$ cat src/alu_pkg.sv
`default_nettype none

package alu_pkg;

    localparam int data_w = 8;

    // ~~~~~~~~~~~~~~~~~~~~~~~~~~~~~~~~~~~~~~~~~~~~~~~~~~~~~~~~~~~~
    // opcodes
    // ~~~~~~~~~~~~~~~~~~~~~~~~~~~~~~~~~~~~~~~~~~~~~~~~~~~~~~~~~~~~
    typedef enum logic [2:0] {
        OP_ADD = 3'd0,
        OP_SUB = 3'd1,
        OP_INC = 3'd2,
        OP_DEC = 3'd3,
        OP_NEG = 3'd4,
        OP_CMP = 3'd5
    } alu_op_e;

    // sideband that rides through the adder
    typedef struct packed {
        alu_op_e             op;
        logic [data_w-1:0]   a_orig;   // cmp returns this
    } alu_tag_s;

    typedef struct packed {
        logic [data_w-1:0]   x;
        logic [data_w-1:0]   y;
        logic                cin;
        alu_tag_s            tag;
    } add_req_s;

    typedef struct packed {
        logic [data_w-1:0]   sum;
        logic                cout;
        logic                x_msb;
        logic                y_msb;
        alu_tag_s            tag;
    } add_rsp_s;

    typedef struct packed {
        logic c;
        logic z;
        logic n;
        logic v;
    } alu_flags_s;

endpackage

`default_nettype wire

$ cat src/alu_decode.sv
`timescale 1ns/1ps
`default_nettype none

module alu_decode (
    input  wire logic                         clk,
    input  wire logic                         rst_n,
    input  wire logic                         in_valid,
    input  alu_pkg::alu_op_e                  op,
    input  wire logic [alu_pkg::data_w-1:0]   a,
    input  wire logic [alu_pkg::data_w-1:0]   b,
    output logic                              dec_valid,
    output alu_pkg::add_req_s                 dec_req
);

    import alu_pkg::*;

    logic [data_w-1:0] x_next;
    logic [data_w-1:0] y_next;
    logic              cin_next;

    // ~~~~~~~~~~~~~~~~~~~~~~~~~~~~~~~~~~~~~~~~~~~~~~~~~~~~~~~~~~~~
    // opcode to adder operands
    // ~~~~~~~~~~~~~~~~~~~~~~~~~~~~~~~~~~~~~~~~~~~~~~~~~~~~~~~~~~~~
    always_comb begin
        x_next   = a;
        y_next   = b;
        cin_next = 1'b0;
        case (op)
            OP_ADD: begin
                y_next = b;
            end
            OP_SUB, OP_CMP: begin
                y_next   = ~b;       // a + ~b + 1
                cin_next = 1'b1;
            end
            OP_INC: begin
                y_next   = '0;
                cin_next = 1'b1;
            end
            OP_DEC: begin
                y_next = '1;         // a + all ones
            end
            OP_NEG: begin
                x_next   = '0;
                y_next   = ~a;
                cin_next = 1'b1;
            end
            default: begin
                // unused encodings fall back to add
                y_next = b;
            end
        endcase
    end

    always_ff @(posedge clk or negedge rst_n) begin
        if (!rst_n) begin
            dec_valid <= 1'b0;
            dec_req   <= '0;
        end else begin
            dec_valid          <= in_valid;
            dec_req.x          <= x_next;
            dec_req.y          <= y_next;
            dec_req.cin        <= cin_next;
            dec_req.tag.op     <= op;
            dec_req.tag.a_orig <= a;
        end
    end

endmodule

`default_nettype wire

$ cat src/carry_chain_adder.sv
`timescale 1ns/1ps
`default_nettype none

module carry_chain_adder (
    input  wire logic          clk,
    input  wire logic          rst_n,
    input  wire logic          in_valid,
    input  alu_pkg::add_req_s  req,
    output logic               out_valid,
    output alu_pkg::add_rsp_s  rsp
);

    import alu_pkg::*;

    localparam int half_w = data_w / 2;

    // one record per pipeline stage, carries fill in as it goes
    typedef struct packed {
        logic [data_w-1:0] g;
        logic [data_w-1:0] p;
        logic [data_w:0]   c;      // c[i] is carry into bit i
        logic              x_msb;
        logic              y_msb;
        alu_tag_s          tag;
    } chain_stage_s;

    chain_stage_s s1;
    chain_stage_s s2;
    chain_stage_s s3;
    logic         s1_valid;
    logic         s2_valid;
    logic         s3_valid;

    // manchester chain over one half, returns carries out of each bit
    function automatic logic [half_w-1:0] chain_half(
        input logic [half_w-1:0] g,
        input logic [half_w-1:0] p,
        input logic              c_in
    );
        logic              carry;
        logic [half_w-1:0] c_out;
        carry = c_in;
        for (int i = 0; i < half_w; i++) begin
            carry    = g[i] | (p[i] & carry);
            c_out[i] = carry;
        end
        return c_out;
    endfunction

    // ~~~~~~~~~~~~~~~~~~~~~~~~~~~~~~~~~~~~~~~~~~~~~~~~~~~~~~~~~~~~
    // stage 1: generate / propagate
    // ~~~~~~~~~~~~~~~~~~~~~~~~~~~~~~~~~~~~~~~~~~~~~~~~~~~~~~~~~~~~
    always_ff @(posedge clk or negedge rst_n) begin
        if (!rst_n) begin
            s1_valid <= 1'b0;
            s1       <= '0;
        end else begin
            s1_valid <= in_valid;
            s1.g     <= req.x & req.y;
            s1.p     <= req.x ^ req.y;
            s1.c     <= {{data_w{1'b0}}, req.cin};
            s1.x_msb <= req.x[data_w-1];
            s1.y_msb <= req.y[data_w-1];
            s1.tag   <= req.tag;
        end
    end

    // ~~~~~~~~~~~~~~~~~~~~~~~~~~~~~~~~~~~~~~~~~~~~~~~~~~~~~~~~~~~~
    // stage 2: low half of the chain
    // ~~~~~~~~~~~~~~~~~~~~~~~~~~~~~~~~~~~~~~~~~~~~~~~~~~~~~~~~~~~~
    always_ff @(posedge clk or negedge rst_n) begin
        if (!rst_n) begin
            s2_valid <= 1'b0;
            s2       <= '0;
        end else begin
            s2_valid          <= s1_valid;
            s2                <= s1;
            s2.c[half_w:1]    <= chain_half(s1.g[half_w-1:0], s1.p[half_w-1:0], s1.c[0]);
        end
    end

    // ~~~~~~~~~~~~~~~~~~~~~~~~~~~~~~~~~~~~~~~~~~~~~~~~~~~~~~~~~~~~
    // stage 3: high half, top carry is cout
    // ~~~~~~~~~~~~~~~~~~~~~~~~~~~~~~~~~~~~~~~~~~~~~~~~~~~~~~~~~~~~
    always_ff @(posedge clk or negedge rst_n) begin
        if (!rst_n) begin
            s3_valid <= 1'b0;
            s3       <= '0;
        end else begin
            s3_valid                 <= s2_valid;
            s3                       <= s2;
            s3.c[data_w:half_w+1]    <= chain_half(s2.g[data_w-1:half_w],
                                                   s2.p[data_w-1:half_w],
                                                   s2.c[half_w]);
        end
    end

    // ~~~~~~~~~~~~~~~~~~~~~~~~~~~~~~~~~~~~~~~~~~~~~~~~~~~~~~~~~~~~
    // stage 4: sum
    // ~~~~~~~~~~~~~~~~~~~~~~~~~~~~~~~~~~~~~~~~~~~~~~~~~~~~~~~~~~~~
    always_ff @(posedge clk or negedge rst_n) begin
        if (!rst_n) begin
            out_valid <= 1'b0;
            rsp       <= '0;
        end else begin
            out_valid <= s3_valid;
            rsp.sum   <= s3.p ^ s3.c[data_w-1:0];
            rsp.cout  <= s3.c[data_w];
            rsp.x_msb <= s3.x_msb;   // kept for overflow
            rsp.y_msb <= s3.y_msb;
            rsp.tag   <= s3.tag;
        end
    end

endmodule

`default_nettype wire

$ cat src/alu_result.sv
`timescale 1ns/1ps
`default_nettype none

module alu_result (
    input  wire logic                        clk,
    input  wire logic                        rst_n,
    input  wire logic                        in_valid,
    input  alu_pkg::add_rsp_s                rsp,
    output logic                             out_valid,
    output logic [alu_pkg::data_w-1:0]       result,
    output alu_pkg::alu_flags_s              flags
);

    import alu_pkg::*;

    logic [data_w-1:0] result_next;
    alu_flags_s        flags_next;
    logic              sum_msb;

    assign sum_msb = rsp.sum[data_w-1];

    // ~~~~~~~~~~~~~~~~~~~~~~~~~~~~~~~~~~~~~~~~~~~~~~~~~~~~~~~~~~~~
    // result select and flags
    // ~~~~~~~~~~~~~~~~~~~~~~~~~~~~~~~~~~~~~~~~~~~~~~~~~~~~~~~~~~~~
    always_comb begin
        if (rsp.tag.op == OP_CMP) begin
            result_next = rsp.tag.a_orig;   // compare leaves a untouched
        end else begin
            result_next = rsp.sum;
        end
    end

    always_comb begin
        flags_next.c = rsp.cout;            // no borrow on sub / cmp
        flags_next.z = (rsp.sum == '0);
        flags_next.n = sum_msb;
        // same sign in, different sign out
        flags_next.v = (rsp.x_msb == rsp.y_msb) && (sum_msb != rsp.x_msb);
    end

    always_ff @(posedge clk or negedge rst_n) begin
        if (!rst_n) begin
            out_valid <= 1'b0;
            result    <= '0;
            flags     <= '0;
        end else begin
            out_valid <= in_valid;
            result    <= result_next;
            flags     <= flags_next;
        end
    end

endmodule

`default_nettype wire

$ cat src/alu_top.sv
`timescale 1ns/1ps
`default_nettype none

module alu_top (
    input  wire logic                         clk,
    input  wire logic                         rst_n,
    input  wire logic                         in_valid,
    input  alu_pkg::alu_op_e                  op,
    input  wire logic [alu_pkg::data_w-1:0]   a,
    input  wire logic [alu_pkg::data_w-1:0]   b,
    output logic                              out_valid,
    output logic [alu_pkg::data_w-1:0]        result,
    output alu_pkg::alu_flags_s               flags
);

    import alu_pkg::*;

    logic      dec_valid;
    add_req_s  dec_req;
    logic      add_valid;
    add_rsp_s  add_rsp;

    // ~~~~~~~~~~~~~~~~~~~~~~~~~~~~~~~~~~~~~~~~~~~~~~~~~~~~~~~~~~~~
    // decode -> adder -> result, 6 cycles end to end
    // ~~~~~~~~~~~~~~~~~~~~~~~~~~~~~~~~~~~~~~~~~~~~~~~~~~~~~~~~~~~~
    alu_decode u_decode (
        .clk       (clk),
        .rst_n     (rst_n),
        .in_valid  (in_valid),
        .op        (op),
        .a         (a),
        .b         (b),
        .dec_valid (dec_valid),
        .dec_req   (dec_req)
    );

    carry_chain_adder u_adder (   // 4 stages
        .clk       (clk),
        .rst_n     (rst_n),
        .in_valid  (dec_valid),
        .req       (dec_req),
        .out_valid (add_valid),
        .rsp       (add_rsp)
    );

    alu_result u_result (
        .clk       (clk),
        .rst_n     (rst_n),
        .in_valid  (add_valid),
        .rsp       (add_rsp),
        .out_valid (out_valid),
        .result    (result),
        .flags     (flags)
    );

endmodule

`default_nettype wire

$ cat config.mk
export PLATFORM = sky130hd
export DESIGN_NAME = alu_top
export DESIGN_NICKNAME = d
export VERILOG_FILES = /design/src/alu_pkg.sv /design/src/alu_decode.sv /design/src/carry_chain_adder.sv /design/src/alu_result.sv /design/src/alu_top.sv
export SDC_FILE = /design/constraint.sdc
export NUM_CORES = 1
export LEC_CHECK = 0
export BUFFER_PORTS_ARGS = -buffer_cell sky130_fd_sc_hd__buf_2
export CAP_MARGIN = 0
export CORE_MARGIN = 4
export CORE_UTILIZATION = 60
export CTS_CLUSTER_DIAMETER = 60
export DETAILED_ROUTE_END_ITERATION = 10
export GPL_ROUTABILITY_DRIVEN = 0
export PLACE_DENSITY = 0.8
export SLEW_MARGIN = 10
export SYNTH_ARGS = -nofsm -noshare
export SYNTH_HDL_FRONTEND = slang
export SYNTH_SLANG_ARGS = --single-unit
export TNS_END_PERCENT = 50
$ cat constraint.sdc
create_clock -name clk -period 3.2 [get_ports clk]
set_input_delay 0.32 -clock clk [delete_from_list [all_inputs] [get_ports clk]]
set_output_delay 0.32 -clock clk [all_outputs]
set_load 0.02 [all_outputs]
==> results by group, run 1 <==
Yosys
  • Yosys synthesis warning count: 0
  • Avg Synthesized Cell Area: 18.3 µm²
  • Total standard cell area after synthesis: about 4700 µm²
  • Net Count, Synth: 288
  • Number of unique standard cell types used by synthesis: 22
  • Synth Instances: 258
  • #FFs+latches synth: 158
  • Sequential cell area fraction in the yosys report: 83.6%

CTS
  • Reg clk slew, reported paths: about 0.06 ns
  • Setup repair bufs after CTS: 0
  • Number of H-tree levels: 4
  • TritonCTS clock tree: yes
  • Cts bufs inserted: 17
  • CTS-repair resized insts: 0
  • Clock latency on the worst-skew pair: 0.51 ns
  • Clk root buf: sky130_fd_sc_hd__clkbuf_8
  • Max Buffers Root-to-Sink: 2
  • # clock sinks: ~160

Critical path
  • Cells traversed along the worst timing path: dlygate4sd3_1, buf_2, or2_1, nand3_1, a21oi_1
  • Register-to-Register Path Depth: 2
  • Kind of critical path: primary input to register
  • R2r startpoint: u_adder.rsp[9]
  • Slack of the worst reg-to-reg path: 1.91 ns
  • Worst reg2reg path endpoint: u_result.result[5]
  • Cell with the largest stage delay on the worst path: sky130_fd_sc_hd__dlygate4sd3_1
  • Category of the worst setup path capture point: register
  • Delay of the slowest cell on the worst path: 0.51 ns
  • Startpoint class of the critical path: primary input
  • CP max FO: 17
  • Critical path launch point: op[2]
  • Capturing instance or port of the critical path: u_decode.dec_req[14]
  • Data arrival at the endpoint of the critical path: 1.82 ns
  • Worst path required time: 3.63 ns

Outcome
  • Outcome: complete, no violations

Final layout
  • Fraction of layout cells with a size suffix above 1: 23.7%
  • Leading cell type in the layout, fill and taps excluded: sky130_fd_sc_hd__dfrtp_1
  • Most frequent cells in the layout: sky130_fd_sc_hd__dfrtp_1, sky130_fd_sc_hd__buf_2, sky130_fd_sc_hd__clkbuf_16, sky130_fd_sc_hd__dlygate4sd3_1, sky130_fd_sc_hd__nor2_1
  • Summed area of non-filler cells in the final layout: 5680 µm²
  • Area grow syn2layout: 20.1%
  • Nets: 347
  • Antenna diode instance count: 0
  • Final-layout fill cell count: 465

Worst hold path
  • Min-Delay Path Class: primary input to register
  • Hold path startpoint: op[0]

Timing
  • Final number of setup-violating endpoints: 0
  • Hold slack: 0.0471 ns
  • Setup repair after global routing missed its margin: no
  • Final hold vios: 0
  • Actual slew at the worst max-slew pin: around 0.8 ns
  • Highest achievable clock rate: ~700 MHz
  • Max Clock Skew: 0.0125 ns
  • Setup total negative slack: 0 ns
  • Portion of the clock cycle consumed by the worst path in the final layout: 43.4%
  • Slack of the critical path: 1.81 ns
  • Minimum clock period: 1.39 ns
  • Remaining max-slew budget at the tightest pin: between 40% and 50%
  • Total count of max-transition violations in the final report: 0

Die
  • Die height: 96.8 µm
  • Initial core utilization: 61.5%
  • Row cnt: 32
  • Die Area: 9360 µm²
  • Core area: just under 8000 µm²
  • Width of the chip: 96.8 µm
  • Top Ports: 35

Job
  • Number of maximum-capacitance violations: 0

Pwr
  • Static Leakage: 2.72 nW
  • Power per cell area: 803 nW/µm²
  • IR drop worst, VDD: 0.462 mV
  • Final total power: between 4 and 5 mW

Placement
  • Half-perimeter wire length after detailed placement: 3.98 mm
  • Number of I/O port buffers: 34
  • Post-Place Worst Slack: 1.79 ns
  • Cell area after placement: 5000 µm²

Route
  • Via count normalized by instance count: 5.04
  • Total routed wirelength: 7.03 mm
  • DR DRC count: 0
  • Number of nets with antenna violations after detailed routing: 0
  • Routed vias: 2172
  • DR iter-0 viols: 135
  • Router iterations before antenna repair: 4
  • Routed WL per cell: 16.3 µm

GRT
  • Remaining Overflow, GRT: 0
  • Number of global-route vias before repair: 2443
  • Antenna violations before repair: 0
  • Maximum number of pins on one net before global-route repair: 92
  • Total routing resource utilization after global routing: approximately 18%
  • Wire length of the first global-routing pass: 12.5 mm
## metal layers
layer | track usage [%] | wire length [µm] | vias up
li1 | - | - | 980
met1 | 21.8 | 2860 | 1113
met2 | 28.7 | 3690 | 62
met3 | 7.14 | 342 | 17
met4 | 7.24 | 138 | 0
met5 | 0 | 0 | -
## cell type report
| class | instances | area [µm²] | area share (%) |
|---|---|---|---|
| clock buffer | 17 | 414 | 7.29 |
| clock inverter | 14 | 159 | 2.80 |
| multi-input combinational | 94 | 718 | 12.6 |
| sequential | 158 | 3950 | 69.6 |
| tap | 102 | 128 | 2.25 |
| timing repair buffer | 46 | 307 | 5.40 |
## how the worst min path moves through the flow
stage                                to  depth (start not counted)  slack (ns)
floorplan             u_adder.out_valid                          0        0.02
global placement      u_result.flags[3]                          0        0.33
detailed placement        u_adder.s1[6]                          0        0.33
CTS                 u_decode.dec_req[8]                          1        0.02
global route        u_decode.dec_req[8]                          1        0.03
finish              u_decode.dec_req[8]                          1        0.05
## power by group
| group | switching (mW) | internal [mW] |
|---|---|---|
| Clock | 0.790 | 1.12 |
| Sequential | 0.100 | 2.23 |
| Combinational | 0.184 | 0.132 |
| Total | 1.07 | 3.49 |
## registers in the layout, summed over array words and instances, names as in the netlist
name / flops
u_result.flags: 4
u_adder.s1: 30
u_adder.s1_valid: 1
u_adder.s3_valid: 1
u_adder.out_valid: 1
u_adder.s3: 30
u_adder.s2: 30
u_adder.rsp: 22
u_result.result: 8
u_decode.dec_req: 28
u_adder.s2_valid: 1
u_decode.dec_valid: 1
u_result.out_valid: 1
## kinds of logic after synthesis
group	share of synthesized area, %
AOI/OAI and AO/OA	4.29
and+or+nand+nor	5.21
adders and majority gates	2.12
muxes	1.91
xor gates and xnor gates	1.67
DFF	83.6
buffers and inverters	1.16
## what timing repair did
action                                  CTS  global route
hold buffers                             11             0
endpoints found under the setup margin    0             0
endpoints found under the hold margin   100             0
## worst max-delay path: cells and delay by family
kind	cells	cell delay [ns]
AO/OA/AOI/OAI	1	0.19
buffers and inverters	2	0.69
AND/OR/NAND/NOR	2	0.61
## stage by stage
stage / util, % / std cells
2_1_floorplan: - / 258
3_3_place_gp: 65.0 / 389
3_5_place_dp: 65.0 / 389
4_1_cts: 73.9 / 431
5_1_grt: 73.9 / 431
6_report: 73.9 / 431
## cell usage after synthesis (all sizes together)
library cell,n,area [µm²]
a21o,8,60.1
and2b,1,8.76
nand3b,1,7.51
xor2,9,78.8
clkbuf,1,5.00
ha,8,100
dfrtp,158,3950
or2b,8,60.1
a221o,8,80.1
a31o,2,17.5
nor2b,9,63.8
a21oi,8,40.0
mux2,8,90.1
nand2,2,7.51
o21ai,1,5.00
nor2,10,37.5
nand3,8,40.0
or4,2,15.0
buf,5,50.0
or2,1,6.26
Power figures use the tool's default switching activity.
==> inputs of run 2 (changes only) <==
--- a/config.mk
+++ b/config.mk
@@ -8,11 +8,11 @@
 export BUFFER_PORTS_ARGS = -buffer_cell sky130_fd_sc_hd__buf_2
 export CAP_MARGIN = 0
 export CORE_MARGIN = 4
-export CORE_UTILIZATION = 60
+export CORE_UTILIZATION = 58
 export CTS_CLUSTER_DIAMETER = 60
 export DETAILED_ROUTE_END_ITERATION = 10
 export GPL_ROUTABILITY_DRIVEN = 0
-export PLACE_DENSITY = 0.8
+export PLACE_DENSITY = 0.77
 export SLEW_MARGIN = 10
 export SYNTH_ARGS = -nofsm -noshare
 export SYNTH_HDL_FRONTEND = slang
==> constraint.sdc (replaced) <==
create_clock -name clk -period 1.4 [get_ports clk]
set_input_delay 0.14 -clock clk [delete_from_list [all_inputs] [get_ports clk]]
set_output_delay 0.14 -clock clk [all_outputs]
set_load 0.02 [all_outputs]
==> run 2 against run 1 <==
Compared with the run above:
- sequential share of layout area is 1.5 points lower
- utilization rose by 0.42 points
- sequential power up 130%
- critical path depth shrank 3
- global-route usage is 0.88 points higher
- register-to-register slack worse by 1.7 ns
- clock power increased by 120%
- highest routed layer unchanged
- sequential cell count stayed put
- clock skew fell by 0.0050 ns
==> results by group, run 2 (synthesis results as in run 1) <==
Timing
  • Actual slew at the worst max-slew pin: 0.403 ns
  • Slack of the critical path: roughly 0.19 ns
  • Final hold vios: 0
  • Portion of the clock cycle consumed by the worst path in the final layout: 86.7%
  • Hold slack: ~0.14 ns
  • Setup total negative slack: 0 ns
  • Max Clock Skew: 0.00751 ns
  • Setup repair after global routing missed its margin: no
  • Total count of max-transition violations in the final report: 0
  • Highest achievable clock rate: a little over 800 MHz
  • Final number of setup-violating endpoints: 0
  • Remaining max-slew budget at the tightest pin: 73.1%
  • Minimum clock period: 1.21 ns

Critical path
  • Cells traversed along the worst timing path: nand3b_1, mux2_2
  • Data arrival at the endpoint of the critical path: between 1.5 and 2 ns
  • Worst Path Buf+Inv: 0
  • Kind of cell with the highest combined delay on the critical path: multiplexers
  • Cell with the largest stage delay on the worst path: sky130_fd_sc_hd__mux2_2
  • Slack of the worst reg-to-reg path: 0.19 ns
  • Category of the worst setup path capture point: register
  • Kind of critical path: register to register
  • Worst reg2reg path endpoint: u_result.result[3]
  • Startpoint class of the critical path: register
  • R2r startpoint: u_adder.rsp[9]
  • Worst path required time: about 1.8 ns
  • Delay of the slowest cell on the worst path: 0.38 ns
  • CP max FO: 8
  • Register-to-Register Path Depth: 2

Worst hold path
  • Min-Delay Path Class: primary input to asynchronous set/reset pin

GRT
  • GR met1 Demand/Resource: 21.2%
  • Number of global-route vias before repair: 2573
  • Remaining Overflow, GRT: 0
  • Total routing resource utilization after global routing: approximately a fifth
  • Wire length of the first global-routing pass: 13.3 mm
  • Maximum number of pins on one net before global-route repair: 44
  • Global-route met3 utilization: 5.71%
  • Antenna violations before repair: 0
  • Global routing usage on met2: 33.2%
  • Most Crowded Layer GR: met2

CTS
  • Cts bufs inserted: 17
  • Setup repair bufs after CTS: 0
  • Max Buffers Root-to-Sink: 2
  • Clk root buf: sky130_fd_sc_hd__clkbuf_8
  • Number of H-tree levels: 4
  • Reg clk slew, reported paths: 0.06 ns
  • TritonCTS clock tree: yes
  • # clock sinks: 158
  • Clock latency on the worst-skew pair: between 0.5 and 0.6 ns

Final layout
  • Most frequent cells in the layout: sky130_fd_sc_hd__dfrtp_1, sky130_fd_sc_hd__buf_2, sky130_fd_sc_hd__dlygate4sd3_1, sky130_fd_sc_hd__clkbuf_16, sky130_fd_sc_hd__nor2_1
  • Util after Layout: 74.3%
  • Final-layout fill cell count: 449
  • Summed area of non-filler cells in the final layout: 5800 µm²
  • Area grow syn2layout: 22.7%
  • Count of placed standard cells in the final layout, fillers left out: 446
  • Antenna diode instance count: 0
  • Nets: 361
  • Biggest regs: u_adder.s1 x30, u_adder.s2 x30, u_adder.s3 x30
  • Fraction of layout cells with a size suffix above 1: 23.8%
  • Leading cell type in the layout, fill and taps excluded: sky130_fd_sc_hd__dfrtp_1

Die
  • Width of the chip: 98.3 µm
  • Die height: 98.3 µm
  • Initial core utilization: 60.5%
  • Top Ports: 35
  • Core area: 7810 µm²
  • Row cnt: 32
  • Die Area: 9660 µm²

Placement
  • Cell area after placement: 5040 µm²
  • Number of I/O port buffers: 34
  • Half-perimeter wire length after detailed placement: about 4.4 mm
  • Post-Place Worst Slack: 0.154 ns
  • Placed Cells: slightly below 400

Pwr
  • Power per cell area: roughly 1800 nW/µm²
  • Final total power: 10.3 mW
  • Static Leakage: roughly 2.8 nW
  • IR drop worst, VDD: 1.10 mV

Job
  • Number of maximum-capacitance violations: 0

Route
  • Router iterations before antenna repair: 4
  • DR iter-0 viols: between 90 and 100
  • Total routed wirelength: 7.77 mm
  • DR DRC count: 0
  • Routed WL per cell: 17.4 µm
  • Routed vias: 2190
  • Number of nets with antenna violations after detailed routing: 0
  • Via count normalized by instance count: 4.91

Outcome
  • Outcome: complete, no violations
run 2: routing by layer:
layer / vias up / routed length (µm)
met1: 1124 / 2990
met5: - / 0
met2: 48 / 4340
li1: 1007 / -
met4: 0 / 163
met3: 11 / 285
run 2: power by group:
| part | internal (mW) | leakage (nW) | total [mW] | switching, mW |
|---|---|---|---|---|
| registers | 5.11 | 1.88 | 5.34 | 0.234 |
| logic | 0.333 | 0.621 | 0.765 | 0.433 |
| clock network | 2.49 | 0.263 | 4.18 | 1.69 |
| total | 7.92 | 2.76 | 10.3 | 2.36 |
run 2: repair_timing:
| action | in CTS | in global routing |
|---|---|---|
| hold buffers | 21 | 0 |
| endpoints found under the setup margin | 0 | 4 |
| endpoints found under the hold margin | 186 | 0 |
| gates resized for setup | 0 | 1 |
run 2: worst max-delay path by stage:
stage / startpoint / endpoint / cells after the start
after global placement: u_adder.rsp[9] / u_result.result[6] / 2
after floorplan: u_adder.rsp[9] / u_result.result[0] / 2
after detailed placement: op[0] / u_decode.dec_req[15] / 4
final: u_adder.rsp[9] / u_result.result[3] / 2
after global routing: u_adder.rsp[9] / u_result.result[0] / 2
after CTS: op[0] / u_decode.dec_req[12] / 5
run 2: layout make-up:
class	instances	area, µm²	area share, %
Clock inverter	10	88.8	1.53
Clock buffer	22	463	7.98
Timing Repair Buffer	60	449	7.74
Sequential cell	158	3950	68.2
Multi-Input combinational cell	94	718	12.4
Tap cell	102	128	2.20
